### src/host_if_consts.svh
/*
  host interface constants
  widths shared by the transfer router, the memory target and the DMA tracker
*/

`ifndef HOST_IF_CONSTS_SVH
`define HOST_IF_CONSTS_SVH

// data word carried by every ping-pong buffer
`define HOST_DATA_W 32

// size field reported with each ping-pong buffer
`define HOST_FIFO_SIZE_W 24

// on-chip word memory, 256 words
`define HOST_MEM_AW 8

// number of egress buffers on the host side
`define HOST_EGR_CH 2

`endif

### src/host_if_pkg.sv
/*
  host interface types
  transfer request and ping-pong FIFO signal groups
*/

`include "host_if_consts.svh"

package host_if_pkg;

  // transfer destination
  typedef enum logic [1:0] {
    TGT_NONE = 2'd0,
    TGT_MEM  = 2'd1,
    TGT_DMA  = 2'd2
  } target_e;

  // host transfer request
  typedef struct packed {
    target_e                  target;
    logic                     wr;
    logic                     rd;
    logic [`HOST_DATA_W-1:0]  addr;   // start word address
    logic [`HOST_DATA_W-1:0]  count;  // words to move
  } xfer_req_t;

  // ingress, from the side holding the data
  typedef struct packed {
    logic                         rdy;
    logic [`HOST_FIFO_SIZE_W-1:0] size;
    logic [`HOST_DATA_W-1:0]      data;
  } ing_src_t;

  // ingress, from the consumer
  typedef struct packed {
    logic act;
    logic stb;
  } ing_ctl_t;

  // egress, from the buffer owner
  typedef struct packed {
    logic [`HOST_EGR_CH-1:0]      rdy;
    logic [`HOST_FIFO_SIZE_W-1:0] size;
  } egr_sink_t;

  // egress, from the producer
  typedef struct packed {
    logic [`HOST_EGR_CH-1:0] act;
    logic                    stb;
    logic [`HOST_DATA_W-1:0] data;
  } egr_src_t;

endpackage

### src/ppfifo_mem_reader.sv
/*
  memory to ping-pong egress reader
  fills free host egress buffers from the word memory until the word count is met
*/

`timescale 1ns/1ps
`include "host_if_consts.svh"

module ppfifo_mem_reader (
  input  logic                         clk,
  input  logic                         rst,
  input  logic                         i_en,
  input  logic [`HOST_MEM_AW-1:0]      i_base,
  input  logic [`HOST_DATA_W-1:0]      i_count,
  input  host_if_pkg::egr_sink_t       i_egr,
  output host_if_pkg::egr_src_t        o_egr,
  output logic [`HOST_MEM_AW-1:0]      o_rd_addr,
  input  logic [`HOST_DATA_W-1:0]      i_rd_data,
  output logic                         o_fin
);

  typedef enum logic [1:0] {
    ST_IDLE,
    ST_BURST,
    ST_DONE
  } state_e;

  state_e                       state;
  logic [`HOST_EGR_CH-1:0]      act;
  logic [`HOST_EGR_CH-1:0]      act_pick;
  logic                         issue;
  logic                         stb;
  logic [`HOST_FIFO_SIZE_W-1:0] iss_cnt;
  logic [`HOST_FIFO_SIZE_W-1:0] stb_cnt;
  logic [`HOST_FIFO_SIZE_W-1:0] buf_len;
  logic [`HOST_DATA_W-1:0]      total;
  logic [`HOST_DATA_W-1:0]      remaining;
  logic [`HOST_DATA_W-1:0]      size_ext;

  assign remaining = i_count - total;
  assign size_ext  = {{(`HOST_DATA_W - `HOST_FIFO_SIZE_W){1'b0}}, i_egr.size};

  // lowest set ready bit wins
  assign act_pick = i_egr.rdy & (~i_egr.rdy + 1'b1);

  // address goes out one cycle ahead of its strobe
  assign issue     = (state == ST_BURST) && (iss_cnt != buf_len);
  assign o_rd_addr = i_base + total[`HOST_MEM_AW-1:0];

  assign o_egr.act  = act;
  assign o_egr.stb  = stb;
  assign o_egr.data = i_rd_data;
  assign o_fin      = (state == ST_DONE) && (act == '0);

  always_ff @(posedge clk) begin
    if (rst || !i_en) begin
      state   <= ST_IDLE;
      act     <= '0;
      stb     <= 1'b0;
      iss_cnt <= '0;
      stb_cnt <= '0;
      buf_len <= '0;
      total   <= '0;
    end else begin
      stb <= issue;
      if (issue) begin
        iss_cnt <= iss_cnt + 1'b1;
        total   <= total + 1'b1;
      end
      case (state)
        ST_IDLE: begin
          if (total >= i_count) begin
            state <= ST_DONE;
          end else if ((i_egr.rdy != '0) && (i_egr.size != '0)) begin
            act     <= act_pick;
            iss_cnt <= '0;
            stb_cnt <= '0;
            buf_len <= (remaining < size_ext) ? remaining[`HOST_FIFO_SIZE_W-1:0] : i_egr.size;
            state   <= ST_BURST;
          end
        end
        ST_BURST: begin
          if (stb) begin
            stb_cnt <= stb_cnt + 1'b1;
            // last word of this buffer, hand it back to the host
            if ((stb_cnt + 1'b1) == buf_len) begin
              act   <= '0;
              state <= (total == i_count) ? ST_DONE : ST_IDLE;
            end
          end
        end
        default: begin
          state <= ST_DONE;
        end
      endcase
    end
  end

endmodule

### config.mk
export PLATFORM = sky130hd
export DESIGN_NAME = ppfifo_mem_reader
export DESIGN_NICKNAME = d
export VERILOG_FILES = /design/src/host_if_pkg.sv /design/src/ppfifo_mem_reader.sv
export VERILOG_INCLUDE_DIRS = /design/src
export SDC_FILE = /design/constraint.sdc
export NUM_CORES = 1
export LEC_CHECK = 0
export ABC_AREA = 1
export BUFFER_PORTS_ARGS = -buffer_cell sky130_fd_sc_hd__buf_2
export CAP_MARGIN = 30
export CORE_ASPECT_RATIO = 0.7
export CORE_UTILIZATION = 43
export DETAILED_ROUTE_END_ITERATION = 8
export PLACE_DENSITY = 0.65
export SETUP_SLACK_MARGIN = 0.02
export SYNTH_ARGS = -nofsm -noshare
export SYNTH_HDL_FRONTEND = slang
export SYNTH_SLANG_ARGS = --single-unit
export TNS_END_PERCENT = 1
### constraint.sdc
create_clock -name clk -period 3.6 [get_ports clk]
set_input_delay 0 -clock clk [delete_from_list [all_inputs] [get_ports clk]]
set_output_delay 0 -clock clk [all_outputs]
set_load 0.01 [all_outputs]
## Word-level counts from Yosys, hierarchy flattened

Cells that the tools add are included.

| operators by class | value |
|---|---|
| $add $sub $neg | 6 |
| order comparisons | 2 |
| equality and inequality tests | 10 |
| multiplexer cells | 20 |
| bitwise operators | 3 |
| reduce and logical (&&, ||, !) cells | 14 |

Operator list:

| cell | count |
|---|---|
| 24-bit two-way mux | 8 |
| 24-bit by 1-bit adder with 24-bit output, second input constant | 2 |
| 24-bit case mux with 2 select lines | 1 |
| 32-bit by 1-bit adder with 32-bit output, second input constant | 1 |
| 32-bit == test | 1 |
| 32-bit greater-or-equal comparator | 1 |
| 32-bit by 24-bit < comparator with 1-bit output | 1 |
| 32-bit subtractor | 1 |
| 24-bit == test | 1 |
| 24-bit inequality test | 1 |
| 24-bit nonzero test | 1 |
| 2-bit two-way mux | 9 |
| 8-bit adder | 1 |
| 2-bit case mux with 2 select lines | 2 |
| 2-bit inequality test, second input constant | 3 |
| 3-bit AND reduction | 2 |
| 5-bit AND reduction | 1 |
| 2-bit logical NOT | 2 |
| 4-bit AND reduction | 1 |
| 2-bit nonzero test | 2 |
| 1-bit logical AND | 3 |
| 3-bit inequality test, second input constant | 1 |
| 2-bit by 1-bit adder with 2-bit output, second input constant | 1 |
| 2-bit AND | 1 |
| other kinds (7) | 7 |

| storage, ports and cells | value |
|---|---|
| register bits | 109 |
| input port bits | 101 |
| output and inout bits | 44 |
| logic and storage cells | 62 |

## Longest topological paths before layout

Gate-level depths: netlist of the first run.

| depth | value |
|---|---|
| depth after elaboration | 6 |
| depth in mapped cells | 26 |
| mapped depth without buffers | 25 |

## Worst setup path before layout of the first run

OpenSTA, ideal clock, no wires.

| timing path | value |
|---|---|
| path type | register -> register |
| start | register total[0] |
| end | register buf_len[17] |
| library setup time | 0.113 ns |
| arrival | 2.934 ns |
| required time | 3.487 ns |
| setup slack | 0.552 ns |
| cell stages (with the launch flop) | 24 |
| path buffers | 1 |
| clock period less this slack | 3.048 ns |
| cell sequence | dfxtp_1 > ha_1 > inv_1 > fa_1 > nand2_1 > a21oi_2 > nand2_1 > nand2_2 > nand2_1 > nand2_2 > nand3_1 > nand2_1 > xor2_1 > inv_1 > ha_1 > nand2_1 > o21ai_0 > a21oi_1 > nand4_1 > nor2_4 > buf_4 > nand4_1 > nand3_1 > nand2_1 |

| between the ends | value |
|---|---|
| word-level cells in the longest chain between the ends | 3 |
| elaborated cells between the ends (all ways) | 6 |
| those cells by class | add/sub: 1; order compare: 2; mux: 1; bitwise: 1; reduce/logical: 1 |

Ends and longest elaborated chain:

| what | line | RTL |
|---|---|---|
| start, declared | ppfifo_mem_reader.sv:36 | `` logic [`HOST_DATA_W-1:0] total; `` |
| start signal, assigned | ppfifo_mem_reader.sv:68 | `total <= total + 1'b1;` |
| 32-bit subtractor / 32-bit greater-or-equal comparator (equally long branches) | ppfifo_mem_reader.sv:40, ppfifo_mem_reader.sv:72 |  |
| 32-bit by 24-bit < comparator with 1-bit output / 1-bit NOT (equally long branches) | -- |  |
| 24-bit two-way mux / 3-bit AND reduction (equally long branches) | -- |  |
| end signal, assigned | ppfifo_mem_reader.sv:78 | `` buf_len <= (remaining < size_ext) ? remaining[`HOST_FIFO_SIZE_W-1:0] : i_egr.size; `` |
| end, declared | ppfifo_mem_reader.sv:35 | `` logic [`HOST_FIFO_SIZE_W-1:0] buf_len; `` |

Several ways; a longest one is shown, not always the timed one.
A chain may end at the register's enable or synchronous reset.

## Worst setup path in the final report of the first run

| timing path | value |
|---|---|
| start | register total[6] |
| end | register buf_len[20] |

The elaborated chain is that of the path after synthesis.

==> impl_metrics.toml, run 1 <==
[floorplanning]
num_rows = 47
die_h_um = 132
dieWidth_um = 187
num_io_pins = 145
die-area_um2 = 24600
start_util_pct = 43.7
core_um2 = 23600

[finish]
layout_common_cells = "491 x nand2_1, 198 x inv_1, 167 x nor2_1"
area_delta_synth_final_pct = 16.9
num_antenna_cells = 0
final_common_cell = "nand2_1"
fin_nets = 1925
drive_gt1_share_pct = 16.6

[grt]
grt_usage_pct = 27.1
grt_pass1_vias = 9708
antenna_found_initial = 1
grt_pass1_wl_um = 52500
overflow = 0
grt_max_degree = 46

[setup_path]
critPathBufInv = 4
crit_path_frequent_cell = "nand2_2"
cp_slowest_cell = "dfxtp_1"
crit_fanout = 6
crit_arrival_ns = 3.74
start_kind = "flip-flop"
crit_path_max_incr_delay_ns = 0.34
path_delay_family = "simple AND/OR/NAND/NOR gates"
required_ns = 3.91
crit_chain = "inv_1 > ha_4 > nand2_1 > o21ai_2 > inv_1 > nand2_2 > nand2_1 > nand2_2 > nand3_1 > nand2_2 > xor2_2 > inv_1 > ha_1 > a21oi_1 > o21ai_0 > a21oi_1 > nand4_1 > nor2_4 > buf_12 > nand3_4 > nand2_2 > nand3_1 > nand2_1"
path_class = "flip-flop to flip-flop"
critPathCaptureType = "flip-flop"

[outcome]
outcome = "completed"

[yosys]
synth_area_um2 = 10300
yosys_warnings = 0
ys_types = 49
synthTopCellsByArea = "dfxtp_1 21%, nand2_1 19%, ha_1 7.9%"
synth_top_area_cell = "dfxtp_1"
synth-main-ff-cell = "dfxtp_1"
synth_edf_count = 0
synth_fp_nets = 1841
syn_inst = 1673
yosysSeqAreaShare_pct = 21.2
synth.avg_cell_area_um2 = 6.16
synth_seq_cells = 109
synthDominantCellAreaShare_pct = 21.2
ys_async_sr_fraction_pct = 0

[worst_hold_path]
min_path_type = "input port to primary output"

[place]
place.gp.congestion = 0.993
hpwl_um = 26800
io_buffer_count = 80

[timing]
fin_skew_ns = 0.0100
drv_slew = 0
fmax_mhz = 292
tns_ns = 0
period_share_pct = 95.2
worst_slew_pin_slew_ns = 0.784
relSlewSlack_pct = 47.6
rsz0062_at_grt = "true"
layout_min_cycle_time_ns = 3.43
hold_violations = 0
setup_viol = 0

[pwr]
leakagePower_uw = 0.00509
p_total_uw = 3140
power_density_nw_per_um2 = 261
vdd_drop_max_v = 0.000242

[detailed_routing]
firstDrtPassIters = 8
wirelength_um = 34200
vias_per_cell = 5.33
drc = 0
route.vias.total = 11100
wl_per_cell_um = 16.5
drt_iter0_drc = 1196
ant_nets = 0

[clock_tree]
cts_buffers = 9
cts_sinks = 109
path_clk_slew_ns = 0.08
cts_buffer_depth = 2
cts_tree = "yes"
clock_latency_ns = 0.37
cts_root_buffer = "clkbuf_16"
h-tree-depth = 3

[flow_run]
cap_violations = 0
==> per-stage QoR <==
| step | instance area, um^2 | setup WS (ns) | hold slack (ns) | instances | utilization, % |
|---|---|---|---|---|---|
| 2_1_floorplan | 10300 | 0.552 | 0.0918 | 1673 | - |
| 3_3_place_gp | 10900 | -0.0230 | 0.0000686 | 2032 | 46.2 |
| 3_5_place_dp | 10900 | -0.0323 | 0.0000686 | 2032 | 46.2 |
| 4_1_cts | 11400 | 0.0256 | 0.0000686 | 2065 | 48.3 |
| 5_1_grt | 12100 | -0.100 | 0.0000150 | 2080 | 51.1 |
| 6_report | 12100 | 0.173 | 0.00000322 | 2080 | 51.1 |
==> flip-flops by register name (all words and copies together), names as in the netlist <==
register and cells:
total 32, stb_cnt 24, state 2, buf_len 24
act 2, stb 1, iss_cnt 24
==> where the power goes <==
group	switching, uW	total (uW)	internal, uW
logic	527	843	316
clock network	505	1050	547
registers	28.4	1250	1220
==> synth_stat cells, types with 28 or more instances <==
master   count
nor3_1      32
inv_1      205
xor2_1      63
nor2_1     173
xnor2_1     28
dfxtp_1    109
o21ai_0     33
nand4_1     61
ha_1        65
a21oi_1    108
nand2_1    510
buf_4       42
nand3_1     79
==> per-layer routing <==
| metal | vias to the layer above | track usage (%) | share of wire, % |
|---|---|---|---|
| met5 | - | 0 | 0 |
| met4 | 0 | 4.69 | 1.5 |
| met3 | 36 | 5.10 | 9.8 |
| met2 | 466 | 36.6 | 38 |
| met1 | 5036 | 43.4 | 51 |
| li1 | 5545 | - | - |
==> timing repair <==
item	in CTS	in global routing
setup buffers	2	12
resized for setup	5	118
hold endpoints to repair	13	0
pin swaps	2	27
gates cloned	1	3
setup endpoints to repair	24	25
hold buffers	14	0
==> final cells by class <==
cell class	count	area (um^2)
inverters	218	823
multi-input cells	1281	7410
well taps	318	398
flip-flops and latches	109	2200
repair buffers	138	926
fillers	2379	11500
clock buffers	10	229
clock inverters	6	68.8
==> path summary, 6_finish.rpt <==
kind	from	endpoint	slack (ns)	cells past startpoint
hold / removal	i_rd_data[20]	o_egr[20]	0.000003	0
setup reg to reg	total[6]	buf_len[20]	0.17	23
setup / recovery	total[6]	buf_len[20]	0.17	23
hold reg to reg	total[31]	total[31]	0.48	2
==> worst reg2reg max path: cells and delay by family (launching register included) <==
| family | cells | cell delay (ns) |
|---|---|---|
| compound gates | 4 | 0.55 |
| flops | 1 | 0.34 |
| xor+xnor | 1 | 0.16 |
| simple gates | 12 | 1.32 |
| fa+ha+maj | 2 | 0.60 |
| buf+inv | 4 | 0.37 |
==> cell families after synthesis <==
kind of cell             Yosys count  share of synthesized area (%)
AO/OA/AOI/OAI                    183                           9.84
XOR/XNOR                          93                           8.10
adder cells (fa/ha/maj)           67                           8.27
buffers and inverters            286                           12.4
flip-flops                       109                           21.2
AND/OR/NAND/NOR                  935                           40.2
(Power assumes the default switching activity.)
==> run 2: changes to the inputs <==
Settings changed: CAP_MARGIN 30 to unset, RECOVER_POWER set to 25.
==> impl_metrics.toml, run 2 (synthesized netlist as in run 1, its figures left out) <==
[outcome]
outcome = "completed"

[clock_tree]
path_clk_slew_ns = 0.08
cts_root_buffer = "clkbuf_16"
cts_buffers = 9
cts_sinks = 109
cts_tree = "yes"
clock_latency_ns = 0.37
cts_buffer_depth = 2
h-tree-depth = 3

[floorplanning]
dieWidth_um = 187
num_rows = 47
core_um2 = 23600
die_h_um = 132
num_io_pins = 145
start_util_pct = 43.7
die-area_um2 = 24600

[finish]
drive_gt1_share_pct = 16.5
final_common_cell = "nand2_1"
area_delta_synth_final_pct = 16.9
layout.cells.non_filler = 2080
fin_nets = 1925
layout_common_cells = "491 x nand2_1, 198 x inv_1, 167 x nor2_1"
top_register = "total"
largest_reg_flops = 32
design_area_um2 = 12100
num_antenna_cells = 0

[detailed_routing]
drt_iter0_drc = 1196
firstDrtPassIters = 7
route.vias.total = 11100
wl_met2_um = 13100
wirelength_um = 34200
drt-met1-wl_um = 17300
wl_met3_um = 3320
drc = 0
vias_per_cell = 5.33
routed.top_layer = "met4"
ant_nets = 0
wl_per_cell_um = 16.5

[timing]
worst_slack_ns = 0.173
drv_slew = 0
period_share_pct = 95.2
setup_viol = 0
hold_violations = 0
fmax_mhz = 292
fin_skew_ns = 0.00981
relSlewSlack_pct = 47.6
whs_ns = 0.00000322
tns_ns = 0
worst_slew_pin_slew_ns = 0.785
layout_min_cycle_time_ns = 3.43
rsz0062_at_grt = "true"

[place]
dp.cells = 2032
place.gp.congestion = 0.993
hpwl_um = 26800
io_buffer_count = 80
post-place-ws_ns = -0.0323
placed_area_um2 = 10900

[pwr]
p_switching_uw = 1060
clkPwrFrac_pct = 33.4
vdd_drop_max_v = 0.000242
power_frac_seq_pct = 39.8
power.internal_uw = 2080
leakagePower_uw = 0.00508
sw_frac_of_total_pct = 33.7
pwr-share-comb_pct = 26.8
power_density_nw_per_um2 = 261

[setup_path]
path_class = "flip-flop to flip-flop"
required_ns = 3.91
start_kind = "flip-flop"
crit_fanout = 6
critPathCaptureType = "flip-flop"
crit_arrival_ns = 3.74

[grt]
overflow = 0
antenna_found_initial = 1
grt_pass1_wl_um = 52500
grt_usage_pct = 27.1
grt_pass1_vias = 9708
grt_max_degree = 46

[worst_hold_path]
min_path_type = "input port to primary output"

[flow_run]
cap_violations = 0
-- run 2: cell types whose count changed in the layout (fill, tap and decap cells not counted), sizes merged --
cell,delta
buf,-3
clkbuf,+3
-- run 2: stage by stage --
stage	util [%]	power, uW
after floorplan	-	1800
after global placement	46.2	1980
after detailed placement	46.2	1980
after CTS	48.3	3060
after global routing	51.1	3290
final	51.1	3140
-- run 2: final cells by class --
type | count | area [um^2]
Fill cell | 2381 | 11500
Clock inverter | 6 | 68.8
Sequential cell | 109 | 2200
Tap cell | 318 | 398
Clock buffer | 10 | 229
Inverter | 218 | 823
Multi-Input combinational cell | 1281 | 7410
Timing Repair Buffer | 138 | 922
-- run 2: critical path: stages, from the launching register on --
cell and delay, ns:
dfxtp_1 0.34, inv_1 0.09, ha_4 0.30, nand2_1 0.13, o21ai_2 0.18, inv_1 0.07
nand2_2 0.08, nand2_1 0.06, nand2_2 0.10, nand3_1 0.12, nand2_2 0.11, xor2_2 0.16
inv_1 0.06, ha_1 0.30, a21oi_1 0.14, o21ai_0 0.09, a21oi_1 0.14, nand4_1 0.15
nor2_4 0.19, buf_12 0.15, nand3_4 0.13, nand2_2 0.11, nand3_1 0.07, nand2_1 0.07
-- run 2: path summary, 6_finish.rpt --
path	startpoint	to	slack, ns	depth (start not counted)
worst max-delay path	total[6]	buf_len[20]	0.17	23
worst min-delay path	i_rd_data[20]	o_egr[20]	0.000003	0
worst max register to register	total[6]	buf_len[20]	0.17	23
worst min register to register	total[31]	total[31]	0.48	2
-- run 2: power groups by stage --
stage	combinational (uW)	clock (uW)	sequential (uW)
after detailed placement	706	0	1280
final	843	1050	1250
after global placement	702	0	1280
after CTS	734	1070	1250
after global routing	930	1110	1250
after floorplan	532	0	1260
-- run 2: per-layer routing --
| layer | global-route usage (%) | vias to the layer above |
|---|---|---|
| li1 | - | 5543 |
| met1 | 43.4 | 5034 |
| met2 | 36.6 | 462 |
| met3 | 5.10 | 37 |
| met4 | 4.69 | 0 |
| met5 | 0 | - |
-- run 2: timing repair --
item                       CTS  global route
hold endpoints to repair    13             0
gates cloned                 1             3
setup endpoints to repair   24            25
resized for setup            5           118
buffers inserted             2            12
hold buffers                14             0
pin swaps                    2            27
==> run 3: changes to the inputs <==
Settings changed: CORE_UTILIZATION 43 to 50, PLACE_DENSITY 0.65 to 0.73, RECOVER_POWER 25 to 50.
==> impl_metrics.toml, run 3 (synthesized netlist as in run 1, its figures left out) <==
[clock_tree]
clock_latency_ns = 0.38
cts_root_buffer = "clkbuf_16"
path_clk_slew_ns = 0.08
h-tree-depth = 3
cts_buffer_depth = 2
cts_sinks = 109
cts_tree = "yes"
cts_buffers = 9

[place]
io_buffer_count = 80
place.gp.congestion = 1.01
placed_area_um2 = 10800
hpwl_um = 26200
post-place-ws_ns = -0.0777

[worst_hold_path]
hold_start = "i_rd_data[20]"
min_path_type = "input port to primary output"
min_path_cells = 0
hold_path_end = "o_egr[20]"

[finish]
top_register = "total"
fin_nets = 1944
num_antenna_cells = 0
drive_gt1_share_pct = 18.6
largest_reg_flops = 32
final_common_cell = "nand2_1"
design_area_um2 = 12300
n_fill_cell = 1959
area_delta_synth_final_pct = 19.4
layout_common_cells = "489 x nand2_1, 193 x inv_1, 167 x nor2_1"

[setup_path]
r2r_slack_ns = 0.13
critPathCaptureType = "flip-flop"
cp_slowest_cell = "ha_2"
crit_path_frequent_cell = "nand2_1"
path_class = "flip-flop to flip-flop"
required_ns = 3.87
crit_chain = "inv_1 > ha_2 > nand2_1 > nor3_1 > nand2_1 > nand2_2 > nand3_1 > nand2_2 > xor2_2 > inv_1 > ha_4 > a21oi_2 > o21ai_2 > a21oi_2 > nand4_1 > nor2_4 > buf_6 > buf_6 > nand4_1 > nand3_1 > nand2_1"
r2r_start = "total[13]"
start_kind = "flip-flop"
crit_arrival_ns = 3.74
reg2reg_depth = 21
crit_fanout = 6
crit_path_max_incr_delay_ns = 0.42
r2r_end = "buf_len[23]"

[timing]
fmax_mhz = 288
relSlewSlack_pct = 14.9
layout_min_cycle_time_ns = 3.47
hold_violations = 0
fin_skew_ns = 0.0109
drv_slew = 0
setup_viol = 0
rsz0062_at_grt = "true"
whs_ns = 0.00000390
period_share_pct = 96.4
worst_slack_ns = 0.130
tns_ns = 0
worst_slew_pin_slew_ns = 1.27

[pwr]
p_total_uw = 3200
vdd_drop_max_v = 0.000226
power_density_nw_per_um2 = 259
leakagePower_uw = 0.00519

[floorplanning]
start_util_pct = 51.5
die-area_um2 = 21200
dieWidth_um = 174
core_um2 = 20000
num_io_pins = 145
die_h_um = 122
num_rows = 43

[detailed_routing]
wirelength_um = 34700
drt_iter0_drc = 1487
drc = 0
firstDrtPassIters = 5
ant_nets = 0
vias_per_cell = 5.56
wl_per_cell_um = 16.9
route.vias.total = 11400

[grt]
grt_pass1_wl_um = 53900
grt_max_degree = 46
grt_pass1_vias = 10100
grt_usage_pct = 32.6
antenna_found_initial = 0
overflow = 0

[outcome]
outcome = "completed"

[flow_run]
cap_violations = 0
## run 3: what timing repair did
action | CTS | global route
gates resized for setup | 37 | 134
cloned | 2 | 2
pin swaps | 7 | 37
buffers inserted | 10 | 21
endpoints found under the hold margin | 16 | 0
hold buffers | 17 | 0
endpoints found under the setup margin | 24 | 25
## run 3: area by class of cell
class	instances	area (um^2)	area share, %
inverters	218	828	6.72
multi-input cells	1281	7570	61.5
clock buffers	10	239	1.94
clock inverters	6	53.8	0.437
repair buffers	157	1080	8.78
flip-flops and latches	109	2210	17.9
well taps	270	338	2.74
## run 3: per-stage QoR
stage,util (%),std cells
final,61.5,2051
after global routing,61.5,2051
after CTS,57.9,2028
after detailed placement,54.1,1983
after global placement,54.1,1983
after floorplan,-,1673
## run 3: layer usage
layer	vias up	track usage, %	share of wire, %
met2	584	45.6	39
met3	55	7.37	11
met1	5189	49.9	49
met5	-	0	0
met4	0	6.36	1.6
li1	5567	-	-
## run 3: worst max-delay path by stage
stage | start | end | slack (ns) | cells after the start
3_3_place_gp | total[8] | buf_len[3] | -0.04 | 20
2_1_floorplan | total[0] | buf_len[17] | 0.55 | 23
3_5_place_dp | total[9] | buf_len[16] | -0.08 | 21
4_1_cts | total[1] | buf_len[14] | 0.01 | 24
6_report | total[13] | buf_len[23] | 0.13 | 21
5_1_grt | total[13] | buf_len[23] | -0.07 | 23
## run 3: report_power, final
group	internal [uW]	switching (uW)	leakage (uW)
Combinational	364	560	0.00416
Clock	503	519	0.000147
Sequential	1220	29.5	0.000888
## run 3: critical path: cells and delay by family, from the launching register on
family | cells | cell delay (ns)
xor gates and xnor gates | 1 | 0.18
DFF | 1 | 0.34
buffers and inverters | 4 | 0.41
AOI/OAI and AO/OA | 3 | 0.32
and+or+nand+nor | 11 | 1.46
adders and majority gates | 2 | 0.65
